<file path="src/verilog/upsample_params.svh">
`ifndef UPSAMPLE_PARAMS_SVH
`define UPSAMPLE_PARAMS_SVH

// AXI4-Lite bus widths
`define AXI_DATA_W 32
`define AXI_ADDR_W 8

// Sample word and sample memory address
`define SAMPLE_W 16
`define MEM_ADDR_W 12

// Register index, four words
`define CRF_ADDR_W 2

// Largest sample count one job may carry
`define MAX_COUNT 4095

`endif

</file>
<file path="src/verilog/axi_lite_pkg.sv">
`default_nettype none
`include "upsample_params.svh"

package axi_lite_pkg;

	// Response code on B and R channels
	typedef logic [1:0] resp_t;

	// Only response this slave ever gives
	localparam resp_t RESP_OKAY = 2'b00;

	// Byte strobe and protection field widths
	localparam int STRB_W = `AXI_DATA_W / 8;
	localparam int PROT_W = 3;

endpackage

`default_nettype wire

</file>
<file path="src/verilog/upsample_pkg.sv">
`default_nettype none
`include "upsample_params.svh"

package upsample_pkg;

	// Word index of the four config registers
	typedef enum logic [`CRF_ADDR_W-1:0] {
		REG_START = 2'd0,
		REG_END   = 2'd1,
		REG_SRC   = 2'd2,
		REG_DST   = 2'd3
	} crf_index_t;

	// One audio sample
	typedef logic [`SAMPLE_W-1:0] sample_t;

	// Job sequencer states
	typedef enum logic [1:0] {IDLE, CLEAR_START, RUN, SET_DONE} ctrl_state_t;

	// Field positions inside UPSTR and UPENDR
	localparam int START_BIT = 0;
	localparam int COUNT_LSB = 16;
	localparam int COUNT_MSB = 31;
	localparam int DONE_BIT  = 0;

endpackage

`default_nettype wire

</file>
<file path="src/verilog/sample_if.sv">
`default_nettype none
`include "upsample_params.svh"

interface sample_if;
	import upsample_pkg::*;

	// Single-cycle strobe per source sample
	logic    valid;
	sample_t data;
	// s[0] and s[N-1] markers
	logic    first;
	logic    last;

	// Fetch side
	modport src (output valid, data, first, last);
	// Interpolation side
	modport dst (input valid, data, first, last);

endinterface

`default_nettype wire

</file>
<file path="src/verilog/config_register_file.sv">
`default_nettype none
`include "upsample_params.svh"

module config_register_file (
	input  logic                              clk,
	input  logic                              rst_n,
	// Write address channel
	input  logic                              awvalid,
	output logic                              awready,
	input  logic [`AXI_ADDR_W-1:0]            awaddr,
	input  logic [axi_lite_pkg::PROT_W-1:0]   awprot,
	// Write data channel
	input  logic                              wvalid,
	output logic                              wready,
	input  logic [`AXI_DATA_W-1:0]            wdata,
	input  logic [axi_lite_pkg::STRB_W-1:0]   wstrb,
	// Write response channel
	output logic                              bvalid,
	input  logic                              bready,
	output axi_lite_pkg::resp_t               bresp,
	// Read address channel
	input  logic                              arvalid,
	output logic                              arready,
	input  logic [`AXI_ADDR_W-1:0]            araddr,
	input  logic [axi_lite_pkg::PROT_W-1:0]   arprot,
	// Read data channel
	output logic                              rvalid,
	input  logic                              rready,
	output logic [`AXI_DATA_W-1:0]            rdata,
	output axi_lite_pkg::resp_t               rresp,
	// Logic-side write port
	input  logic                              ac_wrt,
	input  upsample_pkg::crf_index_t          ac_addr,
	input  logic [`AXI_DATA_W-1:0]            ac_data,
	output logic                              wbusy,
	// Register words
	output logic [`AXI_DATA_W-1:0]            reg_start,
	output logic [`AXI_DATA_W-1:0]            reg_end,
	output logic [`AXI_DATA_W-1:0]            reg_src,
	output logic [`AXI_DATA_W-1:0]            reg_dst,
	output logic                              interrupt
);
	import axi_lite_pkg::*;
	import upsample_pkg::*;

	logic                   wr_busy;
	crf_index_t             w_idx;
	logic                   w_mapped;
	logic                   ac_wren;
	logic                   axi_wren;
	logic                   wr_sel;
	crf_index_t             wr_idx;
	logic [`AXI_DATA_W-1:0] wr_data;
	logic                   rd_hs;
	crf_index_t             r_idx;
	logic                   r_mapped;
	logic [`AXI_DATA_W-1:0] rd_word;

	// Strobes and protection bits are accepted and ignored
	assign bresp     = RESP_OKAY;
	assign rresp     = RESP_OKAY;
	assign wbusy     = wr_busy;
	// Done flag is the interrupt line
	assign interrupt = reg_end[DONE_BIT];

	// Busy from AW handshake to B handshake
	always_ff @(posedge clk or negedge rst_n) begin
		if (!rst_n) begin
			wr_busy <= 1'b0;
		end else if (wr_busy) begin
			if (bvalid && bready) begin
				wr_busy <= 1'b0;
			end
		end else if (awvalid && awready) begin
			wr_busy <= 1'b1;
		end
	end

	// One-cycle AW accept while idle
	always_ff @(posedge clk or negedge rst_n) begin
		if (!rst_n) begin
			awready <= 1'b0;
		end else begin
			awready <= !wr_busy && awvalid && !awready;
		end
	end

	// Byte address bits 3:2 give the index, anything above is a hole
	always_ff @(posedge clk) begin
		if (awvalid && awready) begin
			w_idx    <= crf_index_t'(awaddr[`CRF_ADDR_W+1:2]);
			w_mapped <= ~|awaddr[`AXI_ADDR_W-1:`CRF_ADDR_W+2];
		end
	end

	// W accept once the address is held, never again until B is done
	always_ff @(posedge clk or negedge rst_n) begin
		if (!rst_n) begin
			wready <= 1'b0;
		end else begin
			wready <= wr_busy && wvalid && !wready && !bvalid;
		end
	end

	// Logic side only writes while no AXI write is open
	assign ac_wren  = ac_wrt & ~wr_busy;
	assign axi_wren = wvalid & wready;
	// Logic side wins a same-cycle clash
	assign wr_sel   = ac_wren | (axi_wren & w_mapped);
	assign wr_idx   = ac_wren ? ac_addr : w_idx;
	assign wr_data  = ac_wren ? ac_data : wdata;

	always_ff @(posedge clk or negedge rst_n) begin
		if (!rst_n) begin
			reg_start <= '0;
			reg_end   <= '0;
			reg_src   <= '0;
			reg_dst   <= '0;
		end else if (wr_sel) begin
			case (wr_idx)
				REG_START: reg_start <= wr_data;
				REG_END:   reg_end   <= wr_data;
				REG_SRC:   reg_src   <= wr_data;
				REG_DST:   reg_dst   <= wr_data;
			endcase
		end
	end

	// Response after the data beat, held until bready
	always_ff @(posedge clk or negedge rst_n) begin
		if (!rst_n) begin
			bvalid <= 1'b0;
		end else if (bvalid) begin
			if (bready) begin
				bvalid <= 1'b0;
			end
		end else if (axi_wren) begin
			bvalid <= 1'b1;
		end
	end

	// AR accept blocked while a read response is pending
	always_ff @(posedge clk or negedge rst_n) begin
		if (!rst_n) begin
			arready <= 1'b0;
		end else begin
			arready <= arvalid && !arready && !rvalid;
		end
	end

	assign rd_hs    = arvalid & arready;
	assign r_idx    = crf_index_t'(araddr[`CRF_ADDR_W+1:2]);
	assign r_mapped = ~|araddr[`AXI_ADDR_W-1:`CRF_ADDR_W+2];

	// Read mux, holes read zero
	always_comb begin
		rd_word = '0;
		if (r_mapped) begin
			case (r_idx)
				REG_START: rd_word = reg_start;
				REG_END:   rd_word = reg_end;
				REG_SRC:   rd_word = reg_src;
				REG_DST:   rd_word = reg_dst;
			endcase
		end
	end

	always_ff @(posedge clk or negedge rst_n) begin
		if (!rst_n) begin
			rvalid <= 1'b0;
		end else if (rvalid) begin
			if (rready) begin
				rvalid <= 1'b0;
			end
		end else if (rd_hs) begin
			rvalid <= 1'b1;
		end
	end

	// Data only loads on AR handshake, so it holds while rvalid waits
	always_ff @(posedge clk) begin
		if (rd_hs) begin
			rdata <= rd_word;
		end
	end

endmodule

`default_nettype wire

</file>
<file path="src/verilog/sample_fetch.sv">
`default_nettype none
`include "upsample_params.svh"

module sample_fetch (
	input  logic                   clk,
	input  logic                   rst_n,
	input  logic                   job_start,
	input  logic [`AXI_DATA_W-1:0] reg_src,
	input  logic [`AXI_DATA_W-1:0] reg_start,
	output logic                   mem_rd_en,
	output logic [`MEM_ADDR_W-1:0] mem_rd_addr,
	input  upsample_pkg::sample_t  mem_rd_data,
	sample_if.src                  smp
);
	import upsample_pkg::*;

	logic [COUNT_MSB-COUNT_LSB:0] req_count;
	logic [`MEM_ADDR_W-1:0]       job_count;
	logic [`MEM_ADDR_W-1:0]       left;
	logic                         issue;
	logic                         rd_first;
	logic                         rd_last;

	// Count saturates at what the memory can hold
	assign req_count = reg_start[COUNT_MSB:COUNT_LSB];
	assign job_count = (req_count > `MAX_COUNT) ?
		`MEM_ADDR_W'(`MAX_COUNT) : req_count[`MEM_ADDR_W-1:0];

	// Next read after a one-cycle gap
	assign issue = !job_start && !mem_rd_en && (left != '0);

	always_ff @(posedge clk or negedge rst_n) begin
		if (!rst_n) begin
			mem_rd_en <= 1'b0;
			left      <= '0;
			smp.valid <= 1'b0;
		end else begin
			// Data returns one cycle after the read
			smp.valid <= mem_rd_en;
			if (job_start) begin
				mem_rd_en <= 1'b1;
				left      <= job_count - 1'b1;
			end else if (issue) begin
				mem_rd_en <= 1'b1;
				left      <= left - 1'b1;
			end else begin
				mem_rd_en <= 1'b0;
			end
		end
	end

	// Tags ride along with the read in flight
	always_ff @(posedge clk) begin
		if (job_start) begin
			mem_rd_addr <= reg_src[`MEM_ADDR_W-1:0];
			rd_first    <= 1'b1;
			rd_last     <= (job_count == `MEM_ADDR_W'(1));
		end else if (issue) begin
			mem_rd_addr <= mem_rd_addr + 1'b1;
			rd_first    <= 1'b0;
			rd_last     <= (left == `MEM_ADDR_W'(1));
		end
		if (mem_rd_en) begin
			smp.data  <= mem_rd_data;
			smp.first <= rd_first;
			smp.last  <= rd_last;
		end
	end

endmodule

`default_nettype wire

</file>
<file path="src/verilog/sample_interp.sv">
`default_nettype none
`include "upsample_params.svh"

module sample_interp (
	input  logic                   clk,
	input  logic                   rst_n,
	sample_if.dst                  smp,
	input  logic [`AXI_DATA_W-1:0] reg_dst,
	output logic                   mem_wr_en,
	output logic [`MEM_ADDR_W-1:0] mem_wr_addr,
	output upsample_pkg::sample_t  mem_wr_data,
	output logic                   job_done
);
	import upsample_pkg::*;

	sample_t                prev;
	logic [`SAMPLE_W:0]     pair_sum;
	sample_t                avg;
	// Stage two output pair
	logic                   pvalid;
	logic                   plast;
	sample_t                pa;
	sample_t                pb;
	logic [1:0]             tail;
	// Stage three second word
	logic                   second;
	logic                   hold_last;
	sample_t                hold_b;
	logic [`MEM_ADDR_W-1:0] dst_ptr;

	// Rounded down mean, carry kept
	assign pair_sum = {1'b0, prev} + {1'b0, smp.data};
	assign avg      = pair_sum[`SAMPLE_W:1];

	// Stage two control
	always_ff @(posedge clk or negedge rst_n) begin
		if (!rst_n) begin
			pvalid <= 1'b0;
			plast  <= 1'b0;
			tail   <= 2'b00;
		end else begin
			// s[0] only primes prev
			pvalid <= (smp.valid && !smp.first) || tail[1];
			plast  <= tail[1] && !smp.valid;
			// Final copies wait two cycles for the pair ahead
			tail   <= {tail[0], smp.valid && smp.last};
		end
	end

	always_ff @(posedge clk) begin
		if (smp.valid) begin
			prev <= smp.data;
			pa   <= prev;
			pb   <= avg;
		end else if (tail[1]) begin
			pa <= prev;
			pb <= prev;
		end
	end

	// Stage three control, one word per cycle
	always_ff @(posedge clk or negedge rst_n) begin
		if (!rst_n) begin
			mem_wr_en <= 1'b0;
			second    <= 1'b0;
			hold_last <= 1'b0;
			job_done  <= 1'b0;
		end else if (pvalid) begin
			mem_wr_en <= 1'b1;
			second    <= 1'b1;
			hold_last <= plast;
			job_done  <= 1'b0;
		end else if (second) begin
			mem_wr_en <= 1'b1;
			second    <= 1'b0;
			// Done strobe aligned with the last word
			job_done  <= hold_last;
		end else begin
			mem_wr_en <= 1'b0;
			job_done  <= 1'b0;
		end
	end

	// Destination pointer loads on s[0], steps by two per pair
	always_ff @(posedge clk) begin
		if (smp.valid && smp.first) begin
			dst_ptr <= reg_dst[`MEM_ADDR_W-1:0];
		end else if (pvalid) begin
			dst_ptr <= dst_ptr + `MEM_ADDR_W'(2);
		end
		if (pvalid) begin
			mem_wr_addr <= dst_ptr;
			mem_wr_data <= pa;
			hold_b      <= pb;
		end else if (second) begin
			mem_wr_addr <= mem_wr_addr + 1'b1;
			mem_wr_data <= hold_b;
		end
	end

endmodule

`default_nettype wire

</file>
<file path="src/verilog/upsample_control.sv">
`default_nettype none
`include "upsample_params.svh"

module upsample_control (
	input  logic                     clk,
	input  logic                     rst_n,
	input  logic [`AXI_DATA_W-1:0]   reg_start,
	input  logic [`AXI_DATA_W-1:0]   reg_end,
	output logic                     ac_wrt,
	output upsample_pkg::crf_index_t ac_addr,
	output logic [`AXI_DATA_W-1:0]   ac_data,
	input  logic                     wbusy,
	output logic                     job_start,
	input  logic                     job_done
);
	import upsample_pkg::*;

	ctrl_state_t state;
	ctrl_state_t state_nxt;
	logic        count_ok;

	// Zero count jobs are dropped
	assign count_ok = |reg_start[COUNT_MSB:COUNT_LSB];

	// Write request held until the register file is free
	assign ac_wrt    = (state == CLEAR_START) || (state == SET_DONE);
	// Start pulse coincides with the accepted clear
	assign job_start = (state == CLEAR_START) && !wbusy && count_ok;

	// Clear start bit, keep count; or set done bit
	always_comb begin
		ac_addr            = REG_START;
		ac_data            = reg_start;
		ac_data[START_BIT] = 1'b0;
		if (state == SET_DONE) begin
			ac_addr           = REG_END;
			ac_data           = reg_end;
			ac_data[DONE_BIT] = 1'b1;
		end
	end

	always_comb begin
		state_nxt = state;
		case (state)
			IDLE: begin
				if (reg_start[START_BIT]) begin
					state_nxt = CLEAR_START;
				end
			end
			CLEAR_START: begin
				if (!wbusy) begin
					state_nxt = count_ok ? RUN : IDLE;
				end
			end
			// Wait for the final write
			RUN: begin
				if (job_done) begin
					state_nxt = SET_DONE;
				end
			end
			SET_DONE: begin
				if (!wbusy) begin
					state_nxt = IDLE;
				end
			end
		endcase
	end

	always_ff @(posedge clk or negedge rst_n) begin
		if (!rst_n) begin
			state <= IDLE;
		end else begin
			state <= state_nxt;
		end
	end

endmodule

`default_nettype wire

</file>
<file path="src/verilog/upsample_top.sv">
`default_nettype none
`include "upsample_params.svh"

module upsample_top (
	input  logic                            clk,
	input  logic                            rst_n,
	input  logic                            awvalid,
	output logic                            awready,
	input  logic [`AXI_ADDR_W-1:0]          awaddr,
	input  logic [axi_lite_pkg::PROT_W-1:0] awprot,
	input  logic                            wvalid,
	output logic                            wready,
	input  logic [`AXI_DATA_W-1:0]          wdata,
	input  logic [axi_lite_pkg::STRB_W-1:0] wstrb,
	output logic                            bvalid,
	input  logic                            bready,
	output axi_lite_pkg::resp_t             bresp,
	input  logic                            arvalid,
	output logic                            arready,
	input  logic [`AXI_ADDR_W-1:0]          araddr,
	input  logic [axi_lite_pkg::PROT_W-1:0] arprot,
	output logic                            rvalid,
	input  logic                            rready,
	output logic [`AXI_DATA_W-1:0]          rdata,
	output axi_lite_pkg::resp_t             rresp,
	// Sample memory ports
	output logic                            mem_rd_en,
	output logic [`MEM_ADDR_W-1:0]          mem_rd_addr,
	input  upsample_pkg::sample_t           mem_rd_data,
	output logic                            mem_wr_en,
	output logic [`MEM_ADDR_W-1:0]          mem_wr_addr,
	output upsample_pkg::sample_t           mem_wr_data,
	output logic                            interrupt
);
	import upsample_pkg::*;

	logic [`AXI_DATA_W-1:0] reg_start;
	logic [`AXI_DATA_W-1:0] reg_end;
	logic [`AXI_DATA_W-1:0] reg_src;
	logic [`AXI_DATA_W-1:0] reg_dst;
	logic                   ac_wrt;
	crf_index_t             ac_addr;
	logic [`AXI_DATA_W-1:0] ac_data;
	logic                   wbusy;
	logic                   job_start;
	logic                   job_done;

	// Source sample stream, fetch to interpolation
	sample_if u_smp ();

	config_register_file u_crf (
		.clk       (clk),
		.rst_n     (rst_n),
		.awvalid   (awvalid),
		.awready   (awready),
		.awaddr    (awaddr),
		.awprot    (awprot),
		.wvalid    (wvalid),
		.wready    (wready),
		.wdata     (wdata),
		.wstrb     (wstrb),
		.bvalid    (bvalid),
		.bready    (bready),
		.bresp     (bresp),
		.arvalid   (arvalid),
		.arready   (arready),
		.araddr    (araddr),
		.arprot    (arprot),
		.rvalid    (rvalid),
		.rready    (rready),
		.rdata     (rdata),
		.rresp     (rresp),
		.ac_wrt    (ac_wrt),
		.ac_addr   (ac_addr),
		.ac_data   (ac_data),
		.wbusy     (wbusy),
		.reg_start (reg_start),
		.reg_end   (reg_end),
		.reg_src   (reg_src),
		.reg_dst   (reg_dst),
		.interrupt (interrupt)
	);

	upsample_control u_ctrl (
		.clk       (clk),
		.rst_n     (rst_n),
		.reg_start (reg_start),
		.reg_end   (reg_end),
		.ac_wrt    (ac_wrt),
		.ac_addr   (ac_addr),
		.ac_data   (ac_data),
		.wbusy     (wbusy),
		.job_start (job_start),
		.job_done  (job_done)
	);

	sample_fetch u_fetch (
		.clk         (clk),
		.rst_n       (rst_n),
		.job_start   (job_start),
		.reg_src     (reg_src),
		.reg_start   (reg_start),
		.mem_rd_en   (mem_rd_en),
		.mem_rd_addr (mem_rd_addr),
		.mem_rd_data (mem_rd_data),
		.smp         (u_smp.src)
	);

	sample_interp u_interp (
		.clk         (clk),
		.rst_n       (rst_n),
		.smp         (u_smp.dst),
		.reg_dst     (reg_dst),
		.mem_wr_en   (mem_wr_en),
		.mem_wr_addr (mem_wr_addr),
		.mem_wr_data (mem_wr_data),
		.job_done    (job_done)
	);

endmodule

`default_nettype wire
</file>
<file path="config.mk">
export PLATFORM = sky130hd
export DESIGN_NAME = upsample_top
export DESIGN_NICKNAME = d
export VERILOG_FILES = /design/src/verilog/axi_lite_pkg.sv /design/src/verilog/upsample_pkg.sv /design/src/verilog/sample_if.sv /design/src/verilog/config_register_file.sv /design/src/verilog/sample_fetch.sv /design/src/verilog/sample_interp.sv /design/src/verilog/upsample_control.sv /design/src/verilog/upsample_top.sv
export VERILOG_INCLUDE_DIRS = /design/src /design/src/verilog
export SDC_FILE = /design/constraint.sdc
export NUM_CORES = 1
export LEC_CHECK = 0
export ABC_AREA = 1
export ABC_CLOCK_PERIOD_IN_PS = 3260
export BUFFER_PORTS_ARGS = -buffer_cell sky130_fd_sc_hd__buf_2
export CORE_UTILIZATION = 58
export CTS_BUF_LIST = sky130_fd_sc_hd__clkbuf_16
export CTS_CLUSTER_SIZE = 10
export DETAILED_ROUTE_END_ITERATION = 8
export MAX_ROUTING_LAYER = met4
export PLACE_DENSITY_LB_ADDON = 0.12
export REMOVE_ABC_BUFFERS = 1
export SYNTH_ARGS = -nofsm -noshare
export SYNTH_HDL_FRONTEND = slang
export SYNTH_SLANG_ARGS = --single-unit
export TNS_END_PERCENT = 5
</file>
<file path="constraint.sdc">
create_clock -name clk -period 3.26 [get_ports clk]
set_clock_uncertainty 0.05 [all_clocks]
set_input_delay 0.326 -clock clk [delete_from_list [all_inputs] [get_ports clk]]
set_output_delay 0.326 -clock clk [all_outputs]
set_load 0.01 [all_outputs]
</file>
==> results.yml, run 1 <==
status:
  status: "finished, final reports clean"
power:
  p_leak_uw: 0.007930
  power_uw: 18090
  ir_drop_v: 0.0006214
  pwr_density_cell_nw_per_um2: 1021
global_route:
  grt_pass1_wl_mm: 59.75
  grt_overflow: 0
  gr-usage-all-layers_pct: 29.34
  antenna_found_initial: 0
  grt_max_degree: 74
  grt_pass1_vias: 11869
logic_synthesis:
  syn_inst: 1619
  async_flop_share_pct: 48.02
  synth_top_family_by_area: "simple AND/OR/NAND/NOR gates"
  synth.area.mux_share_pct: 0
  synth_area_leader_cell: "edfxtp_1"
  synthFlopType: "edfxtp_1"
  synth_area_leaders: "edfxtp_1, dfrtp_1, nand2_1, o21ai_0, inv_1"
  synthTopCellsByCount: "nand2_1, o21ai_0, edfxtp_1"
  yosys_warnings: 0
  ys_ff_latch: 329
  synth_adder_area_share_pct: 1.935
  yosysMostFrequentCell: "nand2_1"
  synth_compound_area_share_pct: 14.00
  synth_xor_area_share_pct: 2.009
  synth_area_um2: 15260
  yosysUniqueCellTypes: 45
  synth_edf_count: 170
  synth-simple-area-share_pct: 17.24
  synth_seq_area_share_pct: 59.50
  synth_area_per_cell_um2: 9.425
  synth_top_area_share_pct: 33.46
sta:
  fin_crit_sh_pct: 71.73
  grt_setup_unrepaired: "false"
  hold_viol_final: 0
  fmax_mhz: 427.7
  tightest_slew_ns: 1.038
  finalSetupViolations: 0
  finalCriticalPeriod_ns: 2.338
  slew_viol_final: 0
  relSlewSlack_pct: 30.72
placement:
  gp_congestion: 0.8890
  place_hpwl_mm: 23.95
  dpl-instance-area_um2: 16320
  io_buffer_count: 146
die:
  die_w_um: 164.2
  initial_core_util_pct: 59.90
  row_count: 58
  io-pin-count: 165
  core_um2: 25470
  die-area_um2: 26960
  fp.dieH_um: 164.2
drt:
  drc: 0
  postRouteAntennaNets: 0
  wl_per_cell_um: 17.41
  drt-initial-drc-count: 1360
  dr_total_vias: 12310
  first_pass_iters: 5
  routed_wl_mm: 37.28
  viasPerCell: 5.750
min_path:
  min_path_cells: 2
  hp-start: "awaddr[6]"
  hold_end: "u_crf.w_mapped$_DFFE_PP_"
  hold_path.class: "in -> reg"
clock_network:
  cts_buffer_depth: 3
  cts-resized-gates: 0
  hold_buffers: 24
  cts.sinks: 329
  cts.root.buffer_cell: "clkbuf_16"
  clk_pin_slew_ns: 0.06
  insertion_delay_ns: 0.52
  cts-buffers-inserted: 39
  htreeDepth: 2
  post_cts_buffers: 0
  cts_tree: "yes"
worst_setup_path:
  r2r-end: "u_fetch.rd_last$_DFFE_PP_"
  path_max_fanout: 30
  start_kind: "flop"
  worst_setup_path_end_kind: "flop"
  critical_path_class: "reg -> reg"
  arrival_ns: 2.53
  rrSetupSlack_ns: 0.92
  r2r_start: "u_crf.reg_start[28]$_DFFE_PN0P_"
  critPathRequiredTime_ns: 3.45
  reg2reg_depth: 8
layout:
  area_delta_synth_final_pct: 16.10
  drive_gt1_share_pct: 13.31
  fin_util_pct: 69.55
  fill_cells: 2008
  stdcell_area_um2: 17720
  n_antenna_cell: 0
  num-nets-final: 1888
run:
  max_cap_viol_count: 0
## cells in the final DEF, fill, tap and decap left out, drive strengths merged
cell,Yosys,final
o21bai,2,2
nand3,51,51
clkbuf,37,41
o211ai,3,3
conb,1,4
buf,39,173
nor3b,1,1
clkinvlp,0,1
nor3,8,8
clkinv,3,3
o21ai,269,269
xnor2,12,12
bufinv,0,1
and2,1,1
nand3b,4,4
o31ai,2,2
nor2,84,84
a21oi,79,79
nand2,475,475
fa,1,1
o21a,1,1
and2b,1,1
a221oi,27,27
a31oi,8,8
xor2,23,23
a31o,1,1
ha,22,22
edfxtp,170,170
o22ai,2,2
nor4,3,3
nand4,14,14
dfxtp,1,1
inv,113,138
dfrtp,158,158
dlygate4sd3,0,24
a22o,3,3
## sequential cells by signal (all words and copies together) (netlist names), 16 cells and up, named ones only
register,flops
u_crf.rdata,32
u_crf.reg_dst,32
u_crf.reg_end,32
u_crf.reg_src,32
u_crf.reg_start,32
u_fetch.smp.data,16
u_interp.hold_b,16
u_interp.mem_wr_data,16
u_interp.pa,16
u_interp.pb,16
u_interp.prev,16
## through the flow
stage | setup WS [ns] | setup TNS [ns] | hold slack (ns) | instances
floorplan | -0.06352 | -1.853 | -0.01959 | 1546
global placement | 1.004 | 0 | 0.2601 | 2049
detailed placement | 0.9626 | 0 | 0.2706 | 2049
CTS | 0.9394 | 0 | 0.01420 | 2141
global route | 0.7559 | 0 | 0.03419 | 2141
finish | 0.9217 | 0 | 0.02796 | 2141
## area by class of cell
class / instances / area [µm²] / share of cell area, %
Multi-Input combinational cell: 1101 / 5396 / 30.46
Inverter: 116 / 440.4 / 2.486
Clock buffer: 41 / 1026 / 5.791
Sequential cell: 329 / 9079 / 51.25
Timing Repair Buffer: 197 / 1230 / 6.943
Clock inverter: 27 / 131.4 / 0.7416
Tap cell: 330 / 412.9 / 2.331
## kinds of logic (layout without fill, tap and decap cells)
family	after synthesis	in the layout
compound gates	397	397
xor+xnor	35	35
fa+ha+maj	23	23
buf+inv	192	381
other cells	1	4
flops	329	329
simple gates	642	642
## worst max-delay path: stages (launching register included)
cell and delay [ns]:
dfrtp_1 0.43, nor2_4 0.21, nand2_2 0.20, nor2_1 0.15, nand2_1 0.07, nand2_2 0.29, inv_2 0.35, nand3_1 0.21
o31ai_1 0.10
## how the worst max path moves through the flow
stage	end	depth (start not counted)	slack, ns	start
after global routing	u_crf.reg_start[6]$_DFFE_PN0P_	7	0.76	u_crf.wbusy$_DFF_PN0_
final	u_fetch.rd_last$_DFFE_PP_	8	0.92	u_crf.reg_start[28]$_DFFE_PN0P_
after global placement	u_fetch.rd_last$_DFFE_PP_	8	1.00	u_crf.reg_start[28]$_DFFE_PN0P_
after CTS	u_fetch.rd_last$_DFFE_PP_	8	0.94	u_crf.reg_start[28]$_DFFE_PN0P_
after floorplan	u_crf.reg_src[10]$_DFFE_PN0P_	5	-0.06	u_ctrl.state[0]$_DFFE_PN0P_
after detailed placement	u_fetch.rd_last$_DFFE_PP_	8	0.96	u_crf.reg_start[28]$_DFFE_PN0P_
## layer usage
| layer | vias to the layer above | global-route usage, % | part of all wire [%] |
|---|---|---|---|
| met5 | - | - | 0 |
| met4 | 0 | 9.848 | 2.7 |
| met3 | 82 | 4.318 | 7.9 |
| met2 | 545 | 45.78 | 46 |
| met1 | 5860 | 39.55 | 43 |
| li1 | 5823 | - | - |
## power by group
part / switching, µW / internal, µW / total [µW] / leakage (µW)
sequential: 1220 / 6690 / 7920 / 0.00374
combinational: 4130 / 2130 / 6260 / 0.00354
clock: 1590 / 2320 / 3910 / 0.000653
total: 6950 / 11100 / 18100 / 0.00793
(Power assumes the default switching activity.)
==> run 2, diff against run 1 <==
--- a/config.mk
+++ b/config.mk
@@ -7,9 +7,9 @@
 export NUM_CORES = 1
 export LEC_CHECK = 0
 export ABC_AREA = 1
-export ABC_CLOCK_PERIOD_IN_PS = 3260
+export ABC_CLOCK_PERIOD_IN_PS = 2100
 export BUFFER_PORTS_ARGS = -buffer_cell sky130_fd_sc_hd__buf_2
-export CORE_UTILIZATION = 58
+export CORE_UTILIZATION = 53
 export CTS_BUF_LIST = sky130_fd_sc_hd__clkbuf_16
 export CTS_CLUSTER_SIZE = 10
 export DETAILED_ROUTE_END_ITERATION = 8
==> constraint.sdc (replaced) <==
create_clock -name clk -period 2.1 [get_ports clk]
set_clock_uncertainty 0.05 [all_clocks]
set_input_delay 0.21 -clock clk [delete_from_list [all_inputs] [get_ports clk]]
set_output_delay 0.21 -clock clk [all_outputs]
set_load 0.01 [all_outputs]
==> results.yml, run 2 (synthesis gave the netlist of run 1 again) <==
drt:
  drc: 0
  routed_wl_mm: 37.25
  first_pass_iters: 5
  dr_total_vias: 12139
  wl_per_cell_um: 16.79
  drt-initial-drc-count: 1062
  viasPerCell: 5.473
  postRouteAntennaNets: 0
power:
  power_uw: 28230
  p_leak_uw: 0.008092
  ir_drop_v: 0.0009296
  pwr_density_cell_nw_per_um2: 1557
worst_setup_path:
  rrSetupSlack_ns: 0.16
  worst_setup_path_end_kind: "flop"
  arrival_ns: 2.22
  start_kind: "flop"
  path_max_fanout: 30
  reg2reg_depth: 7
  critPathRequiredTime_ns: 2.38
  r2r-end: "u_fetch.rd_last$_DFFE_PP_"
  r2r_start: "u_crf.wbusy$_DFF_PN0_"
  critical_path_class: "reg -> reg"
layout:
  fill_cells: 2394
  area_delta_synth_final_pct: 18.82
  stdcell_area_um2: 18130
  final_common_cell: "nand2_1"
  drive_gt1_share_pct: 15.12
  multiInputGateArea_um2: 5469
  final-seq-area_um2: 9079
  num-nets-final: 1917
  final_cell_mix: "nand2_1, o21ai_0, edfxtp_1, dfrtp_1, buf_2"
die:
  core_um2: 28090
  fp.dieH_um: 171.7
  die-area_um2: 29470
  initial_core_util_pct: 54.33
  io-pin-count: 165
  die_w_um: 171.7
  row_count: 61
sta:
  fin_crit_sh_pct: 92.19
  relSlewSlack_pct: 60.90
  finalSetupViolations: 0
  grt_setup_unrepaired: "true"
  tightest_slew_ns: 0.5859
  hold_viol_final: 0
  slew_viol_final: 0
  finalCriticalPeriod_ns: 1.936
  fmax_mhz: 516.5
global_route:
  gr-usage-all-layers_pct: 26.77
  grt_max_degree: 59
  use_met2_pct: 41.31
  antenna_found_initial: 1
  use_met3_pct: 4.602
  grt.met1_usage_pct: 36.41
  grt_pass1_wl_mm: 59.40
  grt_overflow: 0
  grt_pass1_vias: 11482
  busiest_layer: "met2"
clock_network:
  cts.sinks: 329
  cts_buffer_depth: 3
  insertion_delay_ns: 0.52
  cts_tree: "yes"
  htreeDepth: 2
  clk_pin_slew_ns: 0.05
  cts.root.buffer_cell: "clkbuf_16"
  cts-buffers-inserted: 39
min_path:
  hp-start: "wdata[20]"
  hold_path.class: "in -> reg"
  hold_end: "u_crf.reg_start[20]$_DFFE_PN0P_"
  min_path_cells: 5
placement:
  gp_congestion: 0.9192
  io_buffer_count: 146
  place_hpwl_mm: 24.69
  dpl-instance-area_um2: 16650
run:
  max_cap_viol_count: 0
status:
  status: "finished, final reports clean"
==> run 2: cell type report <==
cell class,count,area share [%]
sequential,329,50.08
multi-input combinational,1101,30.17
timing repair buffer,226,8.592
clock buffer,40,5.521
tap,378,2.609
inverter,116,2.429
clock inverter,27,0.5935
antenna,1,0.01380
==> run 2: repair_timing <==
| item | CTS | global route |
|---|---|---|
| endpoints found under the setup margin | 0 | 16 |
| hold buffers | 28 | 0 |
| hold endpoints to repair | 154 | 0 |
| resized for setup | 0 | 15 |
| buffers inserted | 0 | 1 |
==> run 2: worst max-delay path, stage by stage (launching register included) <==
cell     delay (ns)
dfrtp_1        0.41
inv_2          0.10
nand2_2        0.19
nor2_2         0.15
nand2_2        0.10
inv_2          0.45
nand3_1        0.18
o31ai_1        0.11
==> run 2: worst max-delay path by stage <==
stage	start	to	slack (ns)	cells after the start
global placement	u_crf.reg_start[28]$_DFFE_PN0P_	u_fetch.left[10]$_DFFE_PN0P_	0.13	11
finish	u_crf.wbusy$_DFF_PN0_	u_fetch.rd_last$_DFFE_PP_	0.16	7
floorplan	u_ctrl.state[0]$_DFFE_PN0P_	u_crf.reg_src[10]$_DFFE_PN0P_	-1.22	5
CTS	u_interp.prev[0]$_DFFE_PP_	u_interp.pb[9]$_DFFE_PP_	0.06	11
detailed placement	u_interp.prev[0]$_DFFE_PP_	u_interp.pb[9]$_DFFE_PP_	0.08	11
global route	u_interp.prev[11]$_DFFE_PP_	u_interp.pb[14]$_DFFE_PP_	-0.01	8
==> run 2: power by group <==
group	internal (µW)	leakage (µW)	switching [µW]
logic	3630	0.00372	6450
clock network	3400	0.000635	2460
registers	10400	0.00374	1900
==> run 2: through the flow <==
stage / std cells / hold WS, ns / util, % / setup WS [ns] / TNS, ns
finish: 2218 / 0.04385 / 64.55 / 0.1639 / 0
global route: 2218 / 0.07138 / 64.55 / -0.01490 / -0.01490
CTS: 2216 / 0.03540 / 64.24 / 0.06099 / 0
detailed placement: 2121 / 0.1140 / 59.29 / 0.07739 / 0
global placement: 2121 / 0.1155 / 59.29 / 0.1284 / 0
floorplan: 1546 / -0.1356 / - / -1.224 / -180.01
==> run 2: metal layers <==
layer	up-vias	part of all wire (%)
met5	-	0
met4	0	2.4
met3	77	6.6
met2	414	46
met1	5769	45
li1	5879	-
==> run 3, diff against run 2 <==
--- a/config.mk
+++ b/config.mk
@@ -14,7 +14,7 @@
 export CTS_CLUSTER_SIZE = 10
 export DETAILED_ROUTE_END_ITERATION = 8
 export MAX_ROUTING_LAYER = met4
-export PLACE_DENSITY_LB_ADDON = 0.12
+export PLACE_DENSITY_LB_ADDON = 0.15
 export REMOVE_ABC_BUFFERS = 1
 export SYNTH_ARGS = -nofsm -noshare
 export SYNTH_HDL_FRONTEND = slang
==> results.yml, run 3 (synthesis gave the netlist of run 1 again) <==
status:
  status: "finished, final reports clean"
layout:
  drive_gt1_share_pct: 15.18
  fill_cells: 2424
  final_common_cell: "nand2_1"
  final_cell_mix: "nand2_1, o21ai_0, edfxtp_1, dfrtp_1, buf_2"
  area_delta_synth_final_pct: 18.66
  final-seq-area_um2: 9079
  n_antenna_cell: 0
  fin_util_pct: 64.46
  num-nets-final: 1922
  multiInputGateArea_um2: 5468
  stdcell_area_um2: 18100
worst_setup_path:
  critPathRequiredTime_ns: 2.28
  arrival_ns: 2.15
  start_kind: "flop"
  worst_setup_path_end_kind: "flop"
  path_cells: "nor2_4 -> nand2_4 -> nor2_1 -> nand2_1 -> nand2_2 -> inv_2 -> nand2_1 -> o21ai_0"
  cpPeakStageDelay_ns: 0.44
  critical_path_class: "reg -> reg"
  path_common_cell: "nand2_1"
  path_max_fanout: 30
  crit_slowest_cell: "dfrtp_1"
global_route:
  grt_max_degree: 64
  grt_pass1_vias: 11532
  grt_pass1_wl_mm: 59.82
  gr-usage-all-layers_pct: 26.93
  antenna_found_initial: 0
  grt_overflow: 0
sta:
  grt_setup_unrepaired: "true"
  setup_slack_ns: 0.1239
  hold_viol_final: 0
  relSlewSlack_pct: 56.88
  finalCriticalPeriod_ns: 1.976
  fin_crit_sh_pct: 94.10
  fmax_mhz: 506.0
  finalSetupViolations: 0
  whs_ns: 0.02529
  tightest_slew_ns: 0.6461
  slew_viol_final: 0
placement:
  io_buffer_count: 146
  pre_cts_slack_ns: 0.06878
  gp_congestion: 0.8882
  dpl-instance-area_um2: 16660
  place_hpwl_mm: 25.17
die:
  fp.dieH_um: 171.7
  die-area_um2: 29470
  core_um2: 28090
  row_count: 61
  die_w_um: 171.7
  io-pin-count: 165
  initial_core_util_pct: 54.33
drt:
  drt-initial-drc-count: 1121
  postRouteAntennaNets: 0
  first_pass_iters: 7
  drc: 0
  viasPerCell: 5.405
  routed_wl_mm: 37.62
  wl_per_cell_um: 16.92
  dr_total_vias: 12016
clock_network:
  cts-buffers-inserted: 39
  htreeDepth: 2
  cts_buffer_depth: 3
  clk_pin_slew_ns: 0.06
  cts.root.buffer_cell: "clkbuf_16"
  cts.sinks: 329
  cts_tree: "yes"
  insertion_delay_ns: 0.52
min_path:
  hold_path.class: "in -> reg"
power:
  pwr_density_cell_nw_per_um2: 1560
  ir_drop_v: 0.0007285
  p_leak_uw: 0.008098
run:
  max_cap_viol_count: 0
-- run 3: changes by cell type in the layout (fill, tap and decap cells not counted), sizes merged --
cell	before	now
diode	1	0
buf	198	204
inv	139	141
dlygate4sd3	28	27
clkbuf	40	39
-- run 3: timing repair --
item	4_1_cts	5_1_grt
setup endpoints to repair	0	18
setup buffers	0	1
gates resized for setup	0	14
hold buffers	27	0
endpoints found under the hold margin	72	0
-- run 3: stage by stage --
step	setup TNS (ns)	std cells	power (µW)
2_1_floorplan	-180.01	1546	18470
3_3_place_gp	0	2127	21930
3_5_place_dp	0	2127	22260
4_1_cts	0	2222	28180
5_1_grt	-0.07086	2223	30370
6_report	0	2223	28250
-- run 3: power by group --
group	leakage (µW)	internal [µW]	switching (µW)	total, µW
clock network	0.000631	3330	2470	5800
logic	0.00373	3670	6480	10100
registers	0.00374	10400	1920	12300
-- run 3: critical path: cells and delay by family, from the launching register on --
family	cells	cell delay, ns
buffers and inverters	1	0.25
and+or+nand+nor	6	0.83
DFF	1	0.44
AOI/OAI and AO/OA	1	0.11
-- run 3: worst paths after layout --
| check | from | endpoint | slack, ns | cells after the start |
|---|---|---|---|---|
| max in group asynchronous | rst_n | u_fetch.smp.valid$_DFF_PN0_ | 1.12 | 3 |
| max reg2reg | u_crf.reg_start[31]$_DFFE_PN0P_ | u_fetch.mem_rd_addr[0]$_DFFE_PP_ | 0.12 | 8 |
| max | u_crf.reg_start[31]$_DFFE_PN0P_ | u_fetch.mem_rd_addr[0]$_DFFE_PP_ | 0.12 | 8 |
| min in group asynchronous | rst_n | u_crf.reg_dst[16]$_DFFE_PN0P_ | 0.15 | 2 |
| min | wdata[24] | u_crf.reg_start[24]$_DFFE_PN0P_ | 0.03 | 5 |
| min reg2reg | u_interp.tail[0]$_DFF_PN0_ | u_interp.tail[1]$_DFF_PN0_ | 0.31 | 0 |
-- run 3: layer usage --
layer  vias to the layer above  part of all wire [%]  track usage [%]
li1                       5893                     -                -
met4                         0                   2.9            8.734
met2                       391                    46            41.63
met5                         -                     0                -
met1                      5652                    45            36.43
met3                        80                   5.9            4.303
-- run 3: final cells by class --
class                      instances  area share [%]
tap                              378           2.612
inverter                         116           2.433
clock inverter                    29          0.6289
clock buffer                      39           5.390
timing repair buffer             231           8.590
sequential                       329           50.15
multi-input combinational       1101           30.20
